`src/hw/rp_pkg.sv`:
```
// shared widths, bus map, register offsets and sample types; imported by every hw module
package rp_pkg;

  ////////////////////////////////////////
  // analog data path
  ////////////////////////////////////////

  localparam int ADC_W = 14;                    // both ADC and DAC sample width

  typedef logic        [ADC_W-1:0] adc_raw_t;   // pin code, neg slope, unsigned
  typedef logic signed [ADC_W-1:0] sample_t;    // two's complement inside
  typedef logic        [ADC_W-1:0] dac_code_t;  // pin code toward DAC

  ////////////////////////////////////////
  // register bus
  ////////////////////////////////////////

  typedef logic [31:0] sys_addr_t;
  typedef logic [31:0] sys_data_t;

  localparam int N_REGIONS  = 8;                // address space split in 8
  localparam int REGION_LSB = 20;               // region number at addr[22:20]

  typedef logic [$clog2(N_REGIONS)-1:0] region_t;
  typedef logic [REGION_LSB-1:0]        reg_ofs_t;  // offset inside one region

  localparam region_t REGION_HK     = 3'd0;     // housekeeping
  localparam region_t REGION_ROUTER = 3'd1;     // signal router

  // housekeeping map
  localparam reg_ofs_t HK_ID_OFS   = 20'h00000;
  localparam reg_ofs_t HK_LOOP_OFS = 20'h00004;
  localparam reg_ofs_t HK_LED_OFS  = 20'h00030;

  localparam sys_data_t HK_ID = 32'h0001_4d52;  // board id word, read only

  // router map
  localparam reg_ofs_t RT_OUT_A_OFS = 20'h00000;
  localparam reg_ofs_t RT_OUT_B_OFS = 20'h00004;

  typedef logic [7:0] led_t;

  // source of one DAC channel
  typedef enum logic [1:0] {
    ROUTE_OFF  = 2'd0,  // constant zero
    ROUTE_IN_A = 2'd1,
    ROUTE_IN_B = 2'd2,
    ROUTE_SUM  = 2'd3   // a + b, clipped
  } route_t;

endpackage

```
`src/hw/sys_bus_if.sv`:
```
// one register-bus port; decoder drives it as master, each slave answers on it
interface sys_bus_if
  import rp_pkg::*;
();

  // request side, from decoder
  sys_addr_t addr;   // full address, slave decodes the low offset
  sys_data_t wdata;  // always a full word
  logic      wen;    // single cycle write strobe
  logic      ren;    // single cycle read strobe

  // response side, from slave
  sys_data_t rdata;  // valid with ack, zero otherwise
  logic      err;
  logic      ack;    // one cycle after the strobe

  modport master (
    output addr, wdata, wen, ren,
    input  rdata, err, ack
  );

  modport slave (
    input  addr, wdata, wen, ren,
    output rdata, err, ack
  );

endinterface

```
`src/hw/sys_bus_decoder.sv`:
```
// splits the CPU register bus into 8 regions by addr[22:20] and muxes the answers back
module sys_bus_decoder
  import rp_pkg::*;
(
  input  logic      adc_clk,
  input  logic      arst_n_i,
  // CPU side
  input  sys_addr_t sys_addr_i,
  input  sys_data_t sys_wdata_i,
  input  logic      sys_wen_i,
  input  logic      sys_ren_i,
  output sys_data_t sys_rdata_o,
  output logic      sys_err_o,
  output logic      sys_ack_o,
  // slave ports
  sys_bus_if.master hk_bus_o,
  sys_bus_if.master rt_bus_o
);

  region_t              region;
  logic [N_REGIONS-1:0] cs;      // one hot region select
  logic [1:0]           pend_q;  // [0] hk, [1] router access in flight

  assign region = sys_addr_i[REGION_LSB +: $bits(region_t)];
  assign cs     = {{(N_REGIONS-1){1'b0}}, 1'b1} << region;

  // request fan out, strobes only reach the selected slave
  assign hk_bus_o.addr  = sys_addr_i;
  assign hk_bus_o.wdata = sys_wdata_i;
  assign hk_bus_o.wen   = sys_wen_i & cs[REGION_HK];
  assign hk_bus_o.ren   = sys_ren_i & cs[REGION_HK];

  assign rt_bus_o.addr  = sys_addr_i;
  assign rt_bus_o.wdata = sys_wdata_i;
  assign rt_bus_o.wen   = sys_wen_i & cs[REGION_ROUTER];
  assign rt_bus_o.ren   = sys_ren_i & cs[REGION_ROUTER];

  // remember which slave was strobed, its answer comes next cycle
  always_ff @(posedge adc_clk or negedge arst_n_i)
  begin
    if (!arst_n_i)
      pend_q <= 2'b00;
    else
      pend_q <= {rt_bus_o.wen | rt_bus_o.ren, hk_bus_o.wen | hk_bus_o.ren};
  end

  ////////////////////////////////////////
  // response mux
  ////////////////////////////////////////

  always_comb
  begin
    // unused regions: instant ack, zero data
    sys_rdata_o = '0;
    sys_err_o   = 1'b0;
    sys_ack_o   = 1'b1;
    case (region)
      REGION_HK:
      begin
        sys_rdata_o = pend_q[0] ? hk_bus_o.rdata : '0;
        sys_err_o   = pend_q[0] & hk_bus_o.err;
        sys_ack_o   = pend_q[0] & hk_bus_o.ack;  // only answers to own strobe
      end
      REGION_ROUTER:
      begin
        sys_rdata_o = pend_q[1] ? rt_bus_o.rdata : '0;
        sys_err_o   = pend_q[1] & rt_bus_o.err;
        sys_ack_o   = pend_q[1] & rt_bus_o.ack;
      end
      default: ;
    endcase
  end

endmodule

```
`src/hw/housekeeping.sv`:
```
// housekeeping slave on bus region 0: id word, digital loop switch and LED register
module housekeeping
  import rp_pkg::*;
(
  input  logic     adc_clk,
  input  logic     arst_n_i,
  sys_bus_if.slave bus,
  output logic     digital_loop_o,  // 1 = DAC samples fed back as ADC input
  output led_t     led_o
);

  reg_ofs_t  ofs;
  sys_data_t rd_val;
  logic      loop_q;
  led_t      led_q;
  logic      ack_q;
  sys_data_t rdata_q;

  assign ofs = bus.addr[REGION_LSB-1:0];  // region bits already decoded

  ////////////////////////////////////////
  // register writes
  ////////////////////////////////////////

  always_ff @(posedge adc_clk or negedge arst_n_i)
  begin
    if (!arst_n_i)
    begin
      loop_q <= 1'b0;
      led_q  <= '0;
    end
    else if (bus.wen)
    begin
      case (ofs)
        HK_LOOP_OFS: loop_q <= bus.wdata[0];
        HK_LED_OFS:  led_q  <= led_t'(bus.wdata[7:0]);
        default: ;  // id is read only, rest ignored
      endcase
    end
  end

  // read mux
  always_comb
  begin
    case (ofs)
      HK_ID_OFS:   rd_val = HK_ID;
      HK_LOOP_OFS: rd_val = sys_data_t'(loop_q);
      HK_LED_OFS:  rd_val = sys_data_t'(led_q);
      default:     rd_val = '0;  // unknown offset reads zero
    endcase
  end

  ////////////////////////////////////////
  // bus answer, one cycle after strobe
  ////////////////////////////////////////

  always_ff @(posedge adc_clk or negedge arst_n_i)
  begin
    if (!arst_n_i)
    begin
      ack_q   <= 1'b0;
      rdata_q <= '0;
    end
    else
    begin
      ack_q   <= bus.wen | bus.ren;
      rdata_q <= bus.ren ? rd_val : '0;  // zero on write acks too
    end
  end

  assign bus.ack   = ack_q;
  assign bus.rdata = rdata_q;
  assign bus.err   = 1'b0;  // every access succeeds

  assign digital_loop_o = loop_q;
  assign led_o          = led_q;

endmodule

```
`src/hw/analog_io.sv`:
```
// ADC input and DAC output stage with pin registers, neg-slope code conversion and digital loop mux
module analog_io
  import rp_pkg::*;
(
  input  logic      adc_clk,
  input  logic      arst_n_i,
  // ADC pins
  input  adc_raw_t  adc_dat_a_i,
  input  adc_raw_t  adc_dat_b_i,
  input  logic      digital_loop_i,
  // from router
  input  sample_t   out_a_i,
  input  sample_t   out_b_i,
  // to router
  output sample_t   adc_a_o,
  output sample_t   adc_b_o,
  // DAC pins
  output dac_code_t dac_dat_a_o,
  output dac_code_t dac_dat_b_o
);

  adc_raw_t  adc_a_q, adc_b_q;  // input registers
  dac_code_t dac_a_q, dac_b_q;

  // sign bit kept and magnitude bits flipped in both directions
  function automatic logic [ADC_W-1:0] flip_slope(input logic [ADC_W-1:0] v);
    return {v[ADC_W-1], ~v[ADC_W-2:0]};
  endfunction

  ////////////////////////////////////////
  // ADC side
  ////////////////////////////////////////

  always_ff @(posedge adc_clk)
  begin
    adc_a_q <= adc_dat_a_i;
    adc_b_q <= adc_dat_b_i;
  end

  // with loop on the router output replaces the ADC sample
  assign adc_a_o = digital_loop_i ? out_a_i : sample_t'(flip_slope(adc_a_q));
  assign adc_b_o = digital_loop_i ? out_b_i : sample_t'(flip_slope(adc_b_q));

  ////////////////////////////////////////
  // DAC side
  ////////////////////////////////////////

  always_ff @(posedge adc_clk or negedge arst_n_i)
  begin
    if (!arst_n_i)
    begin
      dac_a_q <= '0;
      dac_b_q <= '0;
    end
    else
    begin
      dac_a_q <= dac_code_t'(flip_slope(out_a_i));  // signed -> neg slope
      dac_b_q <= dac_code_t'(flip_slope(out_b_i));
    end
  end

  assign dac_dat_a_o = dac_a_q;
  assign dac_dat_b_o = dac_b_q;

endmodule

```
`src/hw/signal_router.sv`:
```
// signal router on bus region 1: picks off, input A, input B or clipped sum for each DAC channel
module signal_router
  import rp_pkg::*;
(
  input  logic     adc_clk,
  input  logic     arst_n_i,
  sys_bus_if.slave bus,
  input  sample_t  adc_a_i,
  input  sample_t  adc_b_i,
  output sample_t  out_a_o,
  output sample_t  out_b_o
);

  reg_ofs_t  ofs;
  sys_data_t rd_val;
  route_t    route_a_q, route_b_q;
  logic      ack_q;
  sys_data_t rdata_q;
  sample_t   out_a_q, out_b_q;

  assign ofs = bus.addr[REGION_LSB-1:0];

  // source select for one channel, sum clipped to -8192..8191
  function automatic sample_t route_sel(input route_t sel, input sample_t a, input sample_t b);
    logic [ADC_W:0] sum;  // one guard bit
    sum = {a[ADC_W-1], a} + {b[ADC_W-1], b};
    case (sel)
      ROUTE_IN_A: return a;
      ROUTE_IN_B: return b;
      ROUTE_SUM:
      begin
        if (sum[ADC_W] != sum[ADC_W-1])  // overflow, guard and sign disagree
          return {sum[ADC_W], {(ADC_W-1){~sum[ADC_W]}}};
        else
          return sum[ADC_W-1:0];
      end
      default: return '0;  // off
    endcase
  endfunction

  ////////////////////////////////////////
  // route registers
  ////////////////////////////////////////

  always_ff @(posedge adc_clk or negedge arst_n_i)
  begin
    if (!arst_n_i)
    begin
      route_a_q <= ROUTE_OFF;
      route_b_q <= ROUTE_OFF;
    end
    else if (bus.wen)
    begin
      case (ofs)
        RT_OUT_A_OFS: route_a_q <= route_t'(bus.wdata[1:0]);
        RT_OUT_B_OFS: route_b_q <= route_t'(bus.wdata[1:0]);
        default: ;
      endcase
    end
  end

  always_comb
  begin
    case (ofs)
      RT_OUT_A_OFS: rd_val = sys_data_t'(route_a_q);
      RT_OUT_B_OFS: rd_val = sys_data_t'(route_b_q);
      default:      rd_val = '0;
    endcase
  end

  // bus answer
  always_ff @(posedge adc_clk or negedge arst_n_i)
  begin
    if (!arst_n_i)
    begin
      ack_q   <= 1'b0;
      rdata_q <= '0;
    end
    else
    begin
      ack_q   <= bus.wen | bus.ren;
      rdata_q <= bus.ren ? rd_val : '0;
    end
  end

  assign bus.ack   = ack_q;
  assign bus.rdata = rdata_q;
  assign bus.err   = 1'b0;

  ////////////////////////////////////////
  // data path, one register stage
  ////////////////////////////////////////

  always_ff @(posedge adc_clk)
  begin
    out_a_q <= route_sel(route_a_q, adc_a_i, adc_b_i);
    out_b_q <= route_sel(route_b_q, adc_a_i, adc_b_i);
  end

  assign out_a_o = out_a_q;
  assign out_b_o = out_b_q;

endmodule

```
`src/hw/rp_top.sv`:
```
// board top level: ADC/DAC pins, CPU register bus and LEDs, all on the ADC clock
module rp_top
  import rp_pkg::*;
(
  input  logic      adc_clk,
  input  logic      arst_n_i,
  // ADC
  input  adc_raw_t  adc_dat_a_i,   // channel 1
  input  adc_raw_t  adc_dat_b_i,   // channel 2
  // register bus
  input  sys_addr_t sys_addr_i,
  input  sys_data_t sys_wdata_i,
  input  logic      sys_wen_i,
  input  logic      sys_ren_i,
  output sys_data_t sys_rdata_o,
  output logic      sys_err_o,
  output logic      sys_ack_o,
  // DAC, one registered code per channel
  output dac_code_t dac_dat_a_o,
  output dac_code_t dac_dat_b_o,
  output led_t      led_o
);

  logic    digital_loop;
  sample_t adc_a, adc_b;  // converted input samples
  sample_t out_a, out_b;  // router outputs toward DAC

  sys_bus_if hk_bus ();   // region 0
  sys_bus_if rt_bus ();   // region 1

  sys_bus_decoder i_dec (
    .adc_clk     (adc_clk),
    .arst_n_i    (arst_n_i),
    .sys_addr_i  (sys_addr_i),
    .sys_wdata_i (sys_wdata_i),
    .sys_wen_i   (sys_wen_i),
    .sys_ren_i   (sys_ren_i),
    .sys_rdata_o (sys_rdata_o),
    .sys_err_o   (sys_err_o),
    .sys_ack_o   (sys_ack_o),
    .hk_bus_o    (hk_bus),
    .rt_bus_o    (rt_bus)
  );

  housekeeping i_hk (
    .adc_clk        (adc_clk),
    .arst_n_i       (arst_n_i),
    .bus            (hk_bus),
    .digital_loop_o (digital_loop),
    .led_o          (led_o)
  );

  analog_io i_aio (
    .adc_clk        (adc_clk),
    .arst_n_i       (arst_n_i),
    .adc_dat_a_i    (adc_dat_a_i),
    .adc_dat_b_i    (adc_dat_b_i),
    .digital_loop_i (digital_loop),
    .out_a_i        (out_a),
    .out_b_i        (out_b),
    .adc_a_o        (adc_a),
    .adc_b_o        (adc_b),
    .dac_dat_a_o    (dac_dat_a_o),
    .dac_dat_b_o    (dac_dat_b_o)
  );

  signal_router i_rt (
    .adc_clk  (adc_clk),
    .arst_n_i (arst_n_i),
    .bus      (rt_bus),
    .adc_a_i  (adc_a),
    .adc_b_i  (adc_b),
    .out_a_o  (out_a),
    .out_b_o  (out_b)
  );

endmodule

```
`config.mk`:
```
export PLATFORM = sky130hd
export DESIGN_NAME = rp_top
export DESIGN_NICKNAME = d
export VERILOG_FILES = /design/src/hw/rp_pkg.sv /design/src/hw/sys_bus_if.sv /design/src/hw/sys_bus_decoder.sv /design/src/hw/housekeeping.sv /design/src/hw/analog_io.sv /design/src/hw/signal_router.sv /design/src/hw/rp_top.sv
export SDC_FILE = /design/constraint.sdc
export NUM_CORES = 1
export LEC_CHECK = 0
export ABC_CLOCK_PERIOD_IN_PS = 4280
export BUFFER_PORTS_ARGS = -buffer_cell sky130_fd_sc_hd__buf_2
export CELL_PAD_IN_SITES_DETAIL_PLACEMENT = 2
export CELL_PAD_IN_SITES_GLOBAL_PLACEMENT = 2
export CORE_MARGIN = 10
export CORE_UTILIZATION = 27
export DETAILED_ROUTE_END_ITERATION = 10
export GPL_TIMING_DRIVEN = 1
export PLACE_DENSITY = 0.71
export SYNTH_ARGS = -nofsm -noshare
export SYNTH_HDL_FRONTEND = slang
export SYNTH_SLANG_ARGS = --single-unit
```
`constraint.sdc`:
```
create_clock -name adc_clk -period 4.28 [get_ports adc_clk]
set_clock_uncertainty 0.15 [all_clocks]
set_input_delay 0.428 -clock adc_clk [delete_from_list [all_inputs] [get_ports adc_clk]]
set_output_delay 0.428 -clock adc_clk [all_outputs]
set_load 0.02 [all_outputs]
```
==> results by stage, run 1 <==
Synth:
- The unique cell type count in the Yosys netlist is 68.
- The synthesized netlist devotes 4.19% of its cell area to adder and majority cells.
- After Yosys synthesis, XOR and XNOR cells account for 3.26% of the synthesized area.
- Synthesis handed over a netlist of 533 instances.
- The dominant combinational cell family by area after synthesis is compound AO/OA/AOI/OAI gates.
- The synthesized design contains 110 register bits.
- After Yosys synthesis, and, or, nand and nor cells account for 11.1% of the synthesized area.
- In this run, synthesis inferred 0 flip-flops with an integrated enable.
- The largest total area in the synthesized netlist belongs to sky130_fd_sc_hd__dfrtp_1.
- The part of the Yosys area used for sequential elements is 46.0%.
- The cell area after synthesis is 5380 sq um.
- In this run the biggest area consumer among cell types represents 25.1% of the synthesized area.
- Of all flip-flops after synthesis, the portion carrying an async set or reset was 49.1%.
- Yosys attributes the largest share of cell area to sky130_fd_sc_hd__dfrtp_1 25%, sky130_fd_sc_hd__dfxtp_1 21%, sky130_fd_sc_hd__mux2_2 4.8%, sky130_fd_sc_hd__mux2i_1 4.5%, sky130_fd_sc_hd__buf_4 3.6%.
- The mean instance size in the synthesized netlist is 10.1 sq um.
- Of the post-synthesis cell area, the part taken by muxes is 9.49%.
- The synthesized-area fraction occupied by ao, oa, aoi and oai cells is 17.1%.
- The top flip-flop cell by instance count after synthesis is sky130_fd_sc_hd__dfxtp_1.
- The number of synthesis warnings is 0.

STA:
- Headroom to the max-slew limit came out at 15.7%.
- The count of pins over their slew limit is 0.
- Of the available clock period, the critical path in the final layout requires 91.8%.
- Setup repair after global routing left no endpoint under its margin.
- At the pin with the least slew margin, the transition time is 1.26 ns.
- The routed design could run at a clock period as short as 3.93 ns.
- The number of endpoints failing setup at the final stage is 0.
- The final sum of negative setup slack is 0 ns.
- The final hold violation count came to 0.
- The highest clock rate is 0.255 GHz.

CTS:
- TritonCTS built the clock tree.
- In this run the post-CTS setup repair buffer count came out at 0.
- The clock root buffer master is sky130_fd_sc_hd__clkbuf_16.
- The CTS H-tree depth is 3.
- The clock-pin slew on the worst setup and hold paths is 0.08 ns.
- The number of sinks handled by clock tree synthesis is 110.
- The number of buffers created by CTS is 9.
- The insertion delay to the later sink of the worst-skew pair is 0.36 ns.
- The clock passes through at most 2 buffers.
- The number of resized instances in the post-cts repair step is 0.

Placed design:
- The final weighted congestion of routability-driven global placement is 0.863.
- The total half-perimeter wirelength after legalization and detailed placement is 14.0 mm.
- The count of buffers added on input and output ports is 112.
- The number of placed instances with taps included is 895.
- The total placed instance area is 6190 sq um.

Critical path:
- In this run the critical register-to-register path is captured at i_rt.out_b_o[10].
- The source of the critical timing path is i_hk.digital_loop_o.
- The type of the worst setup path is reg -> reg.
- The cell count of the worst reg-to-reg path is 14.
- The worst setup path is captured at a flop.
- The worst setup path is launched from a flop.
- In this run the worst path has a maximum fanout of 12.
- The startpoint identified for the worst register-to-register timing path is i_hk.digital_loop_o.
- The setup check on the worst reg-to-reg path leaves a slack of 0.35 ns.
- Data on the critical path is required at its endpoint by 4.42 ns.
- For the worst setup path, the data arrival time is 4.07 ns.
- The last element of the critical path is i_rt.out_b_o[10].

Route:
- The remaining antenna violation count is 0.
- The post-detailed-routing wire length is 17.5 mm.
- The vias per cell is 4.82.
- The total via count in the routed design is 4411.
- The remaining routing DRC violations is 0.
- The number of violations reported at the end of detailed-routing iteration 0 is 212.
- The number of search-and-repair iterations in the first detailed-routing pass is 4.
- Dividing the detail-routed wire length by the instance count gives 19.1 microns.

GRT:
- The first global-routing pass estimated 28.2 mm of wire.
- The all-layer global routing usage is 13.5%.
- The initial antenna violation count is 0.
- The via count of the first global-routing pass came to 5048.
- The maximum number of pins on one net before global-route repair is 55.
- Global routing finished with a remaining overflow of 0.

Power:
- The switching part of the total is 28.0%.
- In this run, the combinational gates consume 16.7% of the power.
- The clock network burns 37.4% of the power.
- The analysis attributes to net switching a power of 644 uW.
- IR analysis of the VDD net gives a maximum drop of 0.000170 V.
- Internal power comes to 1.65 mW.
- The total power divided by cell area is 350 nW/um^2.
- The leakage power summed over all cells is 2.79 nW.
- Registers are responsible for 45.9% of the overall power.

Floorplanning:
- The initial utilization of the core area, before any placement, comes to 27.5%.
- The die is 161 microns tall.
- From left edge to right edge, the die measures 161 microns.
- The core region is 19500 sq um.
- The floorplan step defined a die boundary enclosing 26000 sq um.
- 166 I/O pins were placed.
- After floorplanning, the core was divided into 51 placement rows.

Layout:
- The top cell types in the final layout, fill and taps aside, are 112 x sky130_fd_sc_hd__buf_2, 56 x sky130_fd_sc_hd__dfxtp_1, 53 x sky130_fd_sc_hd__dfrtp_1, 42 x sky130_fd_sc_hd__inv_1, 30 x sky130_fd_sc_hd__nand2_1.
- The repair_antennas step left the layout with diodes totalling 0.
- The net count of the finished layout is 756.
- Cells with a size suffix above 1 make up 28.1% of the layout.
- Compared with the post-synthesis result, the final layout area differs by 21.9%.
- The layout has 2185 filler cells.
- Once layout is complete, the cells apart from fillers number 916.
- The most frequent standard cell in the layout excluding fill and tap cells is sky130_fd_sc_hd__buf_2.
- After routing the design area is 6550 sq um.

Flow run:
- The number of maximum-capacitance constraint violations is 0.

Run status:
- The flow ran to the end, and the final reports show no timing, DRC or antenna violations.

Worst hold path:
- The class of the tightest hold or removal check is in -> reg.
-- cells in the mapped netlist, types with 3 or more instances --
cell,number
sky130_fd_sc_hd__a22oi_1,19
sky130_fd_sc_hd__a21oi_1,24
sky130_fd_sc_hd__dfxtp_1,56
sky130_fd_sc_hd__nor2_1,16
sky130_fd_sc_hd__o221ai_2,4
sky130_fd_sc_hd__ha_1,13
sky130_fd_sc_hd__a21o_1,6
sky130_fd_sc_hd__o21ai_0,19
sky130_fd_sc_hd__o22ai_1,6
sky130_fd_sc_hd__nand4_1,4
sky130_fd_sc_hd__o21ai_1,15
sky130_fd_sc_hd__dfrtp_1,54
sky130_fd_sc_hd__nor4_1,5
sky130_fd_sc_hd__buf_6,3
sky130_fd_sc_hd__and3_1,15
sky130_fd_sc_hd__clkbuf_1,14
sky130_fd_sc_hd__buf_1,4
sky130_fd_sc_hd__and2_1,7
sky130_fd_sc_hd__xor2_1,11
sky130_fd_sc_hd__nor3_1,9
sky130_fd_sc_hd__nand3_1,10
sky130_fd_sc_hd__nand2b_1,4
sky130_fd_sc_hd__mux2i_1,24
sky130_fd_sc_hd__buf_2,4
sky130_fd_sc_hd__o41a_1,3
sky130_fd_sc_hd__nor2b_1,7
sky130_fd_sc_hd__buf_4,26
sky130_fd_sc_hd__inv_1,42
sky130_fd_sc_hd__mux2_2,23
sky130_fd_sc_hd__xnor2_1,9
sky130_fd_sc_hd__a211oi_1,3
sky130_fd_sc_hd__nand2_1,30
-- cells by family after synthesis --
| group | after synthesis |
|---|---|
| other | 1 |
| flip-flops | 110 |
| XOR/XNOR | 20 |
| AO/OA/AOI/OAI | 128 |
| adder cells (fa/ha/maj) | 18 |
| multiplexers | 48 |
| AND/OR/NAND/NOR | 115 |
| buffers and inverters | 93 |
-- registers in the layout, indices dropped and copies added, names as in the netlist --
name	flops
i_aio.adc_b_q	14
i_rt.route_a_q	2
i_rt.out_a_o	14
i_dec.pend_q	2
i_aio.dac_dat_b_o	14
i_aio.adc_a_q	14
i_rt.bus.rdata	2
i_rt.out_b_o	14
i_hk.bus.rdata	9
i_hk.digital_loop_o	1
i_rt.route_b_q	2
i_hk.led_o	8
i_aio.dac_dat_a_o	14
-- metrics by stage --
stage / utilization [%] / hold slack, ns / worst slack [ns] / power [mW]
floorplan: - / -0.0176 / 0.232 / 1.33
global placement: 31.7 / 0.195 / 0.552 / 1.44
detailed placement: 31.7 / 0.193 / 0.444 / 1.45
CTS: 33.3 / 0.000292 / 0.363 / 2.32
global route: 33.6 / -0.00103 / 0.136 / 2.41
finish: 33.6 / 0.0108 / 0.351 / 2.30
-- critical path, cell delays in order (launching register included) --
cell                        delay (ns)
sky130_fd_sc_hd__dfrtp_2          0.56
sky130_fd_sc_hd__buf_12           0.22
sky130_fd_sc_hd__nor2_1           0.11
sky130_fd_sc_hd__a21oi_1          0.06
sky130_fd_sc_hd__inv_1            0.13
sky130_fd_sc_hd__ha_1             0.25
sky130_fd_sc_hd__inv_1            0.08
sky130_fd_sc_hd__fa_1             0.46
sky130_fd_sc_hd__o311ai_4         0.39
sky130_fd_sc_hd__buf_4            0.22
sky130_fd_sc_hd__a2111oi_0        0.11
sky130_fd_sc_hd__a211oi_1         0.58
sky130_fd_sc_hd__nand3_1          0.14
sky130_fd_sc_hd__and4_1           0.27
sky130_fd_sc_hd__o21ai_1          0.13
-- what timing repair did --
item / CTS / global route
endpoints found under the setup margin: 0 / 0
endpoints found under the hold margin: 1 / 4
hold buffers: 1 / 4
-- worst min-delay path by stage --
| stage | to | start | cells past startpoint |
|---|---|---|---|
| after floorplan | i_aio.dac_dat_a_o[0] | arst_n_i | 0 |
| after global placement | i_aio.dac_dat_a_o[13] | i_rt.out_a_o[13] | 0 |
| after detailed placement | i_aio.dac_dat_a_o[13] | i_rt.out_a_o[13] | 0 |
| after CTS | i_aio.adc_b_q[8] | adc_dat_b_i[8] | 1 |
| after global routing | i_aio.adc_b_q[5] | adc_dat_b_i[5] | 1 |
| final | i_aio.adc_b_q[13] | adc_dat_b_i[13] | 1 |
-- per-layer routing --
metal | vias to the layer above | GRT usage, % | share of wire (%)
li1 | 2071 | - | -
met1 | 2211 | 16.1 | 43
met2 | 107 | 23.7 | 51
met3 | 22 | 2.62 | 3.8
met4 | 0 | 4.43 | 1.8
met5 | - | 0 | 0
-- area by class of cell --
type                            instances  area, sq um  share of cell area [%]
Sequential cell                       110         2470                    37.8
Timing Repair Buffer                  134          776                    11.8
Tap cell                              265          332                    5.06
Inverter                               42          158                    2.41
Multi-Input combinational cell        349         2500                    38.2
Clock inverter                          5         47.5                   0.726
Clock buffer                           11          264                    4.03
-- power groups by stage --
stage	clock [mW]	combinational, mW	sequential (mW)
after floorplan	0	0.253	1.07
after global placement	0	0.364	1.08
after detailed placement	0	0.377	1.08
after CTS	0.882	0.381	1.05
after global routing	0.927	0.426	1.06
final	0.860	0.382	1.05
Note: power is estimated with default switching activity, not from simulation.
==> run 2: changes to the inputs <==
- HOLD_SLACK_MARGIN: unset -> 0.05
==> run 2 against run 1 <==
Net effect:
- die area did not move
- global-route usage is 0.36 points higher
- sequential cell count is the same
- total power is 0.72% higher
- non-clock buffer count up 23
- wire length rose by 2.2%
- clock power about the same
- hold slack improved by 0.043 ns
- final area increased by 3.5%
- critical path depth stayed put
- core utilization rose by 1.2 points
- first-iteration DRC count decreased by 3.3%
- critical path type unchanged
- highest routed layer unchanged
==> results by stage, run 2 (same netlist as run 1, synthesis figures left out) <==
CTS:
- The CTS H-tree depth was 3 (unchanged).
- The clock-pin slew on the worst setup and hold paths came to 0.07 ns (about the same).
- The insertion delay to the later sink of the worst-skew pair is 0.36 ns (about the same).
- TritonCTS built the clock tree.
- The maximum clock insertion buffer count is 2 (unchanged).
- The number of resized instances in the post-cts repair step is 0 (unchanged).
- The number of buffers created by CTS is 9 (unchanged).
- The number of sinks handled by clock tree synthesis is 110 (unchanged).
- The tree is rooted in a sky130_fd_sc_hd__clkbuf_16.

GRT:
- The global-route wire length before repair is 29.0 mm (+2.6%).
- The all-layer global routing usage came to 13.8% (+0.36 points).
- The sum of overflow across all layers after global routing is 0 (unchanged).
- The initial antenna violation count was 0 (unchanged).
- The via count of the first global-routing pass was 5164 (+2.3%).
- The maximum number of pins on one net before global-route repair was 55 (unchanged).

STA:
- The number of endpoints failing setup at the final stage is 0 (unchanged).
- The actual slew at the worst max-slew pin is 1.28 ns (+0.0219 ns).
- Setup repair after global routing left no endpoint under its margin.
- The final hold violation count is 0 (unchanged).
- The count of pins over their slew limit is 0 (unchanged).
- The final period demand of the worst path was 3.90 ns (-0.0297 ns).
- The highest clock rate is 0.256 GHz (+0.76%).
- The final worst slack is 0.381 ns (+0.0297 ns).
- The tightest slew margin relative to the limit is 14.3% (-1.5 points).
- The fraction of the cycle the final worst path needs is 91.1% (-0.69 points).
- The tightest hold margin is 0.0538 ns (+0.0430 ns).
- The final sum of negative setup slack was 0 ns (unchanged).

Critical path:
- STA classifies the critical path endpoint as a flop.
- In this run the critical register-to-register path is launched from i_hk.digital_loop_o.
- The worst setup path is of the reg -> reg kind.
- The required time of the worst setup path came to 4.34 ns (-0.08 ns).
- The data arrival time of the critical path is 3.96 ns (-0.11 ns).
- The slack of the worst reg-to-reg path is 0.38 ns (+0.03 ns).
- Tracing the worst setup path back leads to its startpoint at i_hk.digital_loop_o.
- The type of origin of the critical path is a flop.
- The biggest fanout along the worst timing path is 20 (+8).

Route:
- The post-detailed-routing wire length came to 17.9 mm (+2.2%).
- The post-detailed-route wirelength per cell is 19.0 microns (-0.27%).
- The vias per cell is 4.79 (-0.50%).
- The number of search-and-repair iterations in the first detailed-routing pass is 5 (+1).
- The total via count in the routed design is 4499 (+2.0%).
- The remaining antenna violation count is 0 (unchanged).
- The number of violations reported at the end of detailed-routing iteration 0 is 205 (-3.3%).
- The remaining routing DRC violations is 0 (unchanged).

Floorplanning:
- The total die area is 26000 sq um (unchanged).
- The die span in x is 161 microns (unchanged).
- The count of standard-cell rows came to 51 (unchanged).
- The die extent in y is 161 microns (unchanged).
- The number of placed I/O pins is 166 (unchanged).
- The starting density of the core was 27.5% (unchanged).
- The area of the core region was 19500 sq um (unchanged).

Placed design:
- The final weighted congestion of routability-driven global placement is 0.863 (unchanged).
- The setup slack at placement is 0.444 ns (unchanged).
- The number of placed instances with taps included was 895 (unchanged).
- The port buffer count is 112 (unchanged).
- The total half-perimeter wirelength after legalization and detailed placement is 14.0 mm (unchanged).

Layout:
- The count of antenna diodes in the layout is 0 (unchanged).
- The library cell used most frequently in the layout, excluding fill and tap cells, is sky130_fd_sc_hd__buf_2.
- The area overhead of the layout relative to synthesis is 26.1%.
- The net count of the finished layout is 779 (+3.0%).
- The library cells used most frequently in the layout, excluding fill and tap cells, are 112 x sky130_fd_sc_hd__buf_2, 56 x sky130_fd_sc_hd__dfxtp_1, 53 x sky130_fd_sc_hd__dfrtp_1, 42 x sky130_fd_sc_hd__inv_1, 30 x sky130_fd_sc_hd__nand2_1.
- The share of final-layout standard cells stronger than drive strength 1 is 27.2% (-0.96 points).
- The number of cells in the finished layout apart from fillers came to 939 (+2.5%).

Run status:
- The run finished with clean final reports.

Power:
- The total power divided by cell area is 341 nW/um^2 (-2.7%).
- The worst voltage drop across the vdd grid is 0.000170 V (-0.15%).
- The overall power after layout is 2.31 mW (+0.72%).
- The leakage power summed over all cells is 2.89 nW (+3.4%).

Flow run:
- The number of maximum-capacitance constraint violations is 0 (unchanged).

Worst hold path:
- The class of the tightest hold or removal check is in -> async.
## run 2: metal layers
| layer | vias up | GRT usage, % | wire, microns |
|---|---|---|---|
| met5 | - | 0 | 0 |
| met4 | 0 | 4.34 | 305 |
| met3 | 19 | 2.57 | 679 |
| met2 | 106 | 24.8 | 9290 |
| met1 | 2260 | 16.4 | 7580 |
| li1 | 2114 | - | - |
## run 2: layout make-up
type | count | area [sq um]
multi-input combinational | 349 | 2500
timing repair buffer | 157 | 1010
clock buffer | 11 | 264
inverter | 42 | 158
fill | 2171 | 12700
sequential | 110 | 2470
clock inverter | 5 | 47.5
tap | 265 | 332
## run 2: power breakdown
group          internal (mW)  total (mW)  switching (mW)
logic                  0.163       0.399           0.236
registers               1.05        1.05         0.00881
clock network          0.458       0.859           0.401
## run 2: final timing paths
kind | end | depth (start not counted)
min in group adc_clk | i_hk.led_o[4] | 2
max in group asynchronous | i_hk.digital_loop_o | 2
min | i_rt.bus.rdata[0] | 2
max | i_rt.out_b_o[4] | 14
max reg2reg | i_rt.out_b_o[4] | 14
min reg2reg | i_aio.dac_dat_a_o[13] | 0
## run 2: worst max-delay path, cell delays in order, from the launching register on
cell and delay [ns]:
sky130_fd_sc_hd__dfrtp_2 0.55, sky130_fd_sc_hd__buf_12 0.22, sky130_fd_sc_hd__nor2_1 0.11, sky130_fd_sc_hd__a21oi_1 0.06
sky130_fd_sc_hd__inv_1 0.13, sky130_fd_sc_hd__ha_1 0.25, sky130_fd_sc_hd__inv_1 0.08, sky130_fd_sc_hd__fa_1 0.46
sky130_fd_sc_hd__o311ai_4 0.38, sky130_fd_sc_hd__a21oi_2 0.14, sky130_fd_sc_hd__o31a_1 0.35, sky130_fd_sc_hd__buf_12 0.16
sky130_fd_sc_hd__maj3_1 0.33, sky130_fd_sc_hd__mux2i_1 0.20, sky130_fd_sc_hd__o221ai_1 0.15
## run 2: repair_timing
| action | CTS | global route |
|---|---|---|
| endpoints found under the hold margin | 28 | 0 |
| hold buffers | 28 | 0 |
| buffers inserted | 0 | 0 |
## run 2: metrics by stage
| step | util [%] | area (sq um) |
|---|---|---|
| after floorplan | - | 5450 |
| after global placement | 31.7 | 6190 |
| after detailed placement | 31.7 | 6190 |
| after CTS | 34.7 | 6780 |
| after global routing | 34.7 | 6780 |
| final | 34.7 | 6780 |
==> run 3: changes to the inputs <==
- ABC_CLOCK_PERIOD_IN_PS: 4280 -> 4300
- PLACE_DENSITY: 0.71 -> 0.68
- clock period: 4.28 -> 4.3 ns (I/O delays scaled with it)
==> run 3 against run 2 <==
Net effect:
- count of clock-buffer cells in the layout is 1 lower
- non-clock buffer count is 9 higher
- cell count is 0.96% higher
- wire length is 1.1% higher
- core utilization is 0.13 points higher
- die area stayed put
- combinational power is 2% higher
- setup slack worse by 0.034 ns
==> results by stage, run 3 (same netlist as run 1, synthesis figures left out) <==
STA:
- Setup repair after global routing left no endpoint under its margin.
- The tightest slew margin relative to the limit is 15.8% (+1.5 points).
- The count of pins over their slew limit is 0 (unchanged).
- The final period demand of the worst path is 3.95 ns (+0.0538 ns).
- The final hold violation count is 0 (unchanged).
- The actual slew at the worst max-slew pin is 1.26 ns (-0.0223 ns).
- The final sum of negative setup slack came to 0 ns (unchanged).
- The tightest hold margin came to 0.0639 ns (+0.0101 ns).
- The fraction of the cycle the final worst path needs is 91.9% (+0.83 points).
- The number of endpoints failing setup at the final stage came to 0 (unchanged).
- The highest clock rate is 0.253 GHz (-1.4%).

GRT:
- The maximum number of pins on one net before global-route repair is 55 (unchanged).
- The initial antenna violation count is 0 (unchanged).
- The all-layer global routing usage was 13.9% (+0.062 points).
- The sum of overflow across all layers after global routing is 0 (unchanged).
- The via count of the first global-routing pass is 5162 (-0.039%).
- The global-route wire length before repair is 28.9 mm (about the same).

Critical path:
- The required time of the worst setup path is 4.37 ns (+0.03 ns).
- The most prevalent standard cell on the critical path is sky130_fd_sc_hd__buf_4.
- Traced cell by cell, the critical path runs through buf_4 > mux2i_1 > ha_1 > a21oi_1 > nor2b_1 > a221oi_1 > o21a_4 > o21ai_1 > buf_4 > or3_1 > o211ai_1 > o21ai_0.
- The delay of the slowest cell on the worst path is 0.64 ns (+0.09 ns).
- For this design, the slowest cell found on the critical path is sky130_fd_sc_hd__dfrtp_4.
- By startpoint and endpoint, the worst setup path is classified as reg -> reg.
- The family with the most delay on the worst path is compound AO/OA/AOI/OAI gates.
- STA classifies the critical path startpoint as a flop.
- The critical path capture point type is a flop.
- The data arrival time of the critical path came to 4.02 ns (+0.06 ns).
- The critical path buffer and inverter count is 2 (-2).
- The biggest fanout along the worst timing path is 22 (+10%).

Run status:
- The flow ran to the end, and the final reports show no timing, DRC or antenna violations.

CTS:
- The maximum clock insertion buffer count was 2 (unchanged).
- The insertion delay to the later sink of the worst-skew pair is 0.36 ns (about the same).
- The number of sinks handled by clock tree synthesis is 110 (unchanged).
- The number of buffers created by CTS is 9 (unchanged).
- CTS placed an instance of sky130_fd_sc_hd__clkbuf_16 at the clock tree root.
- The CTS H-tree depth was 3 (unchanged).
- TritonCTS built the clock tree.
- The clock-pin slew on the worst setup and hold paths is 0.08 ns (about the same).

Power:
- The total power divided by cell area is 334 nW/um^2 (-2.0%).
- The leakage power summed over all cells was 2.92 nW (+1.0%).
- The worst voltage drop across the vdd grid was 0.000161 V (-5.1%).

Route:
- The post-detailed-routing wire length is 18.0 mm (+1.1%).
- The remaining antenna violation count is 0 (unchanged).
- The post-detailed-route wirelength per cell is 19.0 microns (about the same).
- The total via count in the routed design is 4509 (+0.22%).
- The vias per cell was 4.76 (-0.73%).
- The number of search-and-repair iterations in the first detailed-routing pass is 4 (-1).
- The number of violations reported at the end of detailed-routing iteration 0 is 205 (unchanged).
- The remaining routing DRC violations was 0 (unchanged).

Placed design:
- The number of placed instances with taps included came to 904 (+1.0%).
- The total placed instance area came to 6230 sq um (+0.69%).
- The final weighted congestion of routability-driven global placement is 0.858 (-0.64%).
- The total half-perimeter wirelength after legalization and detailed placement came to 14.0 mm (+0.34%).
- The port buffer count is 112 (unchanged).

Floorplanning:
- The area of the core region is 19500 sq um (unchanged).
- The total die area was 26000 sq um (unchanged).
- The number of placed I/O pins came to 166 (unchanged).
- The die span in x came to 161 microns (unchanged).
- The starting density of the core is 27.5% (unchanged).
- The die extent in y is 161 microns (unchanged).
- The count of standard-cell rows is 51 (unchanged).

Layout:
- The share of the core filled with cells came to 34.9% (+0.13 points).
- The count of antenna diodes in the layout is 0 (unchanged).
- In the layout the commonest cells are 112 x sky130_fd_sc_hd__buf_2, 56 x sky130_fd_sc_hd__dfxtp_1, 53 x sky130_fd_sc_hd__dfrtp_1, 42 x sky130_fd_sc_hd__inv_1, 30 x sky130_fd_sc_hd__nand2_1.
- The share of final-layout standard cells stronger than drive strength 1 came to 28.3% (+1.1 points).
- Relative to the synthesized area, the layout overhead comes to 26.6%.
- The net count of the finished layout is 788 (+1.2%).
- The library cell used most frequently in the layout, excluding fill and tap cells, is sky130_fd_sc_hd__buf_2.
- The number of cells in the finished layout apart from fillers is 948 (+0.96%).
- The area of all placed cells without fillers is 6810 sq um (+0.37%).

Worst hold path:
- The worst hold path belongs to the class in -> async.

Flow run:
- The number of maximum-capacitance constraint violations is 0 (unchanged).
[run 3: through the flow]
step / power (mW) / setup slack, ns
floorplan: 1.32 / 0.252
global placement: 1.44 / 0.303
detailed placement: 1.46 / 0.153
CTS: 2.30 / 0.146
global route: 2.39 / 0.0563
finish: 2.28 / 0.347
[run 3: where the power goes]
part	total (mW)	internal (mW)	switching, mW	leakage [nW]
registers	1.05	1.04	0.00852	1.08
clock network	0.821	0.419	0.401	0.143
logic	0.406	0.167	0.239	1.70
[run 3: path summary, 6_finish.rpt]
path	startpoint	to	slack, ns	cells past startpoint
min in group adc_clk	sys_wdata_i[2]	i_hk.led_o[2]	0.16	2
setup reg to reg	i_hk.digital_loop_o	i_rt.out_a_o[8]	0.35	12
hold reg to reg	i_rt.out_b_o[13]	i_aio.dac_dat_b_o[13]	0.20	0
hold / removal	arst_n_i	i_hk.led_o[6]	0.06	2
max in group asynchronous	arst_n_i	i_hk.digital_loop_o	3.38	2
setup / recovery	i_hk.digital_loop_o	i_rt.out_a_o[8]	0.35	12
[run 3: layout make-up]
cell class | count | area [sq um]
inverter | 42 | 158
multi-input combinational | 349 | 2500
fill | 2181 | 12700
tap | 265 | 332
clock inverter | 6 | 51.3
sequential | 110 | 2480
timing repair buffer | 166 | 1050
clock buffer | 10 | 239
[run 3: per-layer routing]
| metal | up-vias | global-route usage (%) | share of wire, % |
|---|---|---|---|
| li1 | 2131 | - | - |
| met1 | 2293 | 16.5 | 44 |
| met2 | 78 | 25.2 | 52 |
| met3 | 7 | 2.44 | 3.2 |
| met4 | 0 | 3.68 | 1.0 |
| met5 | - | 0 | 0 |
[run 3: what timing repair did]
action,in CTS,in global routing
hold endpoints to repair,28,0
buffers inserted,0,0
hold buffers,28,0
setup endpoints to repair,0,22
gates resized for setup,0,2
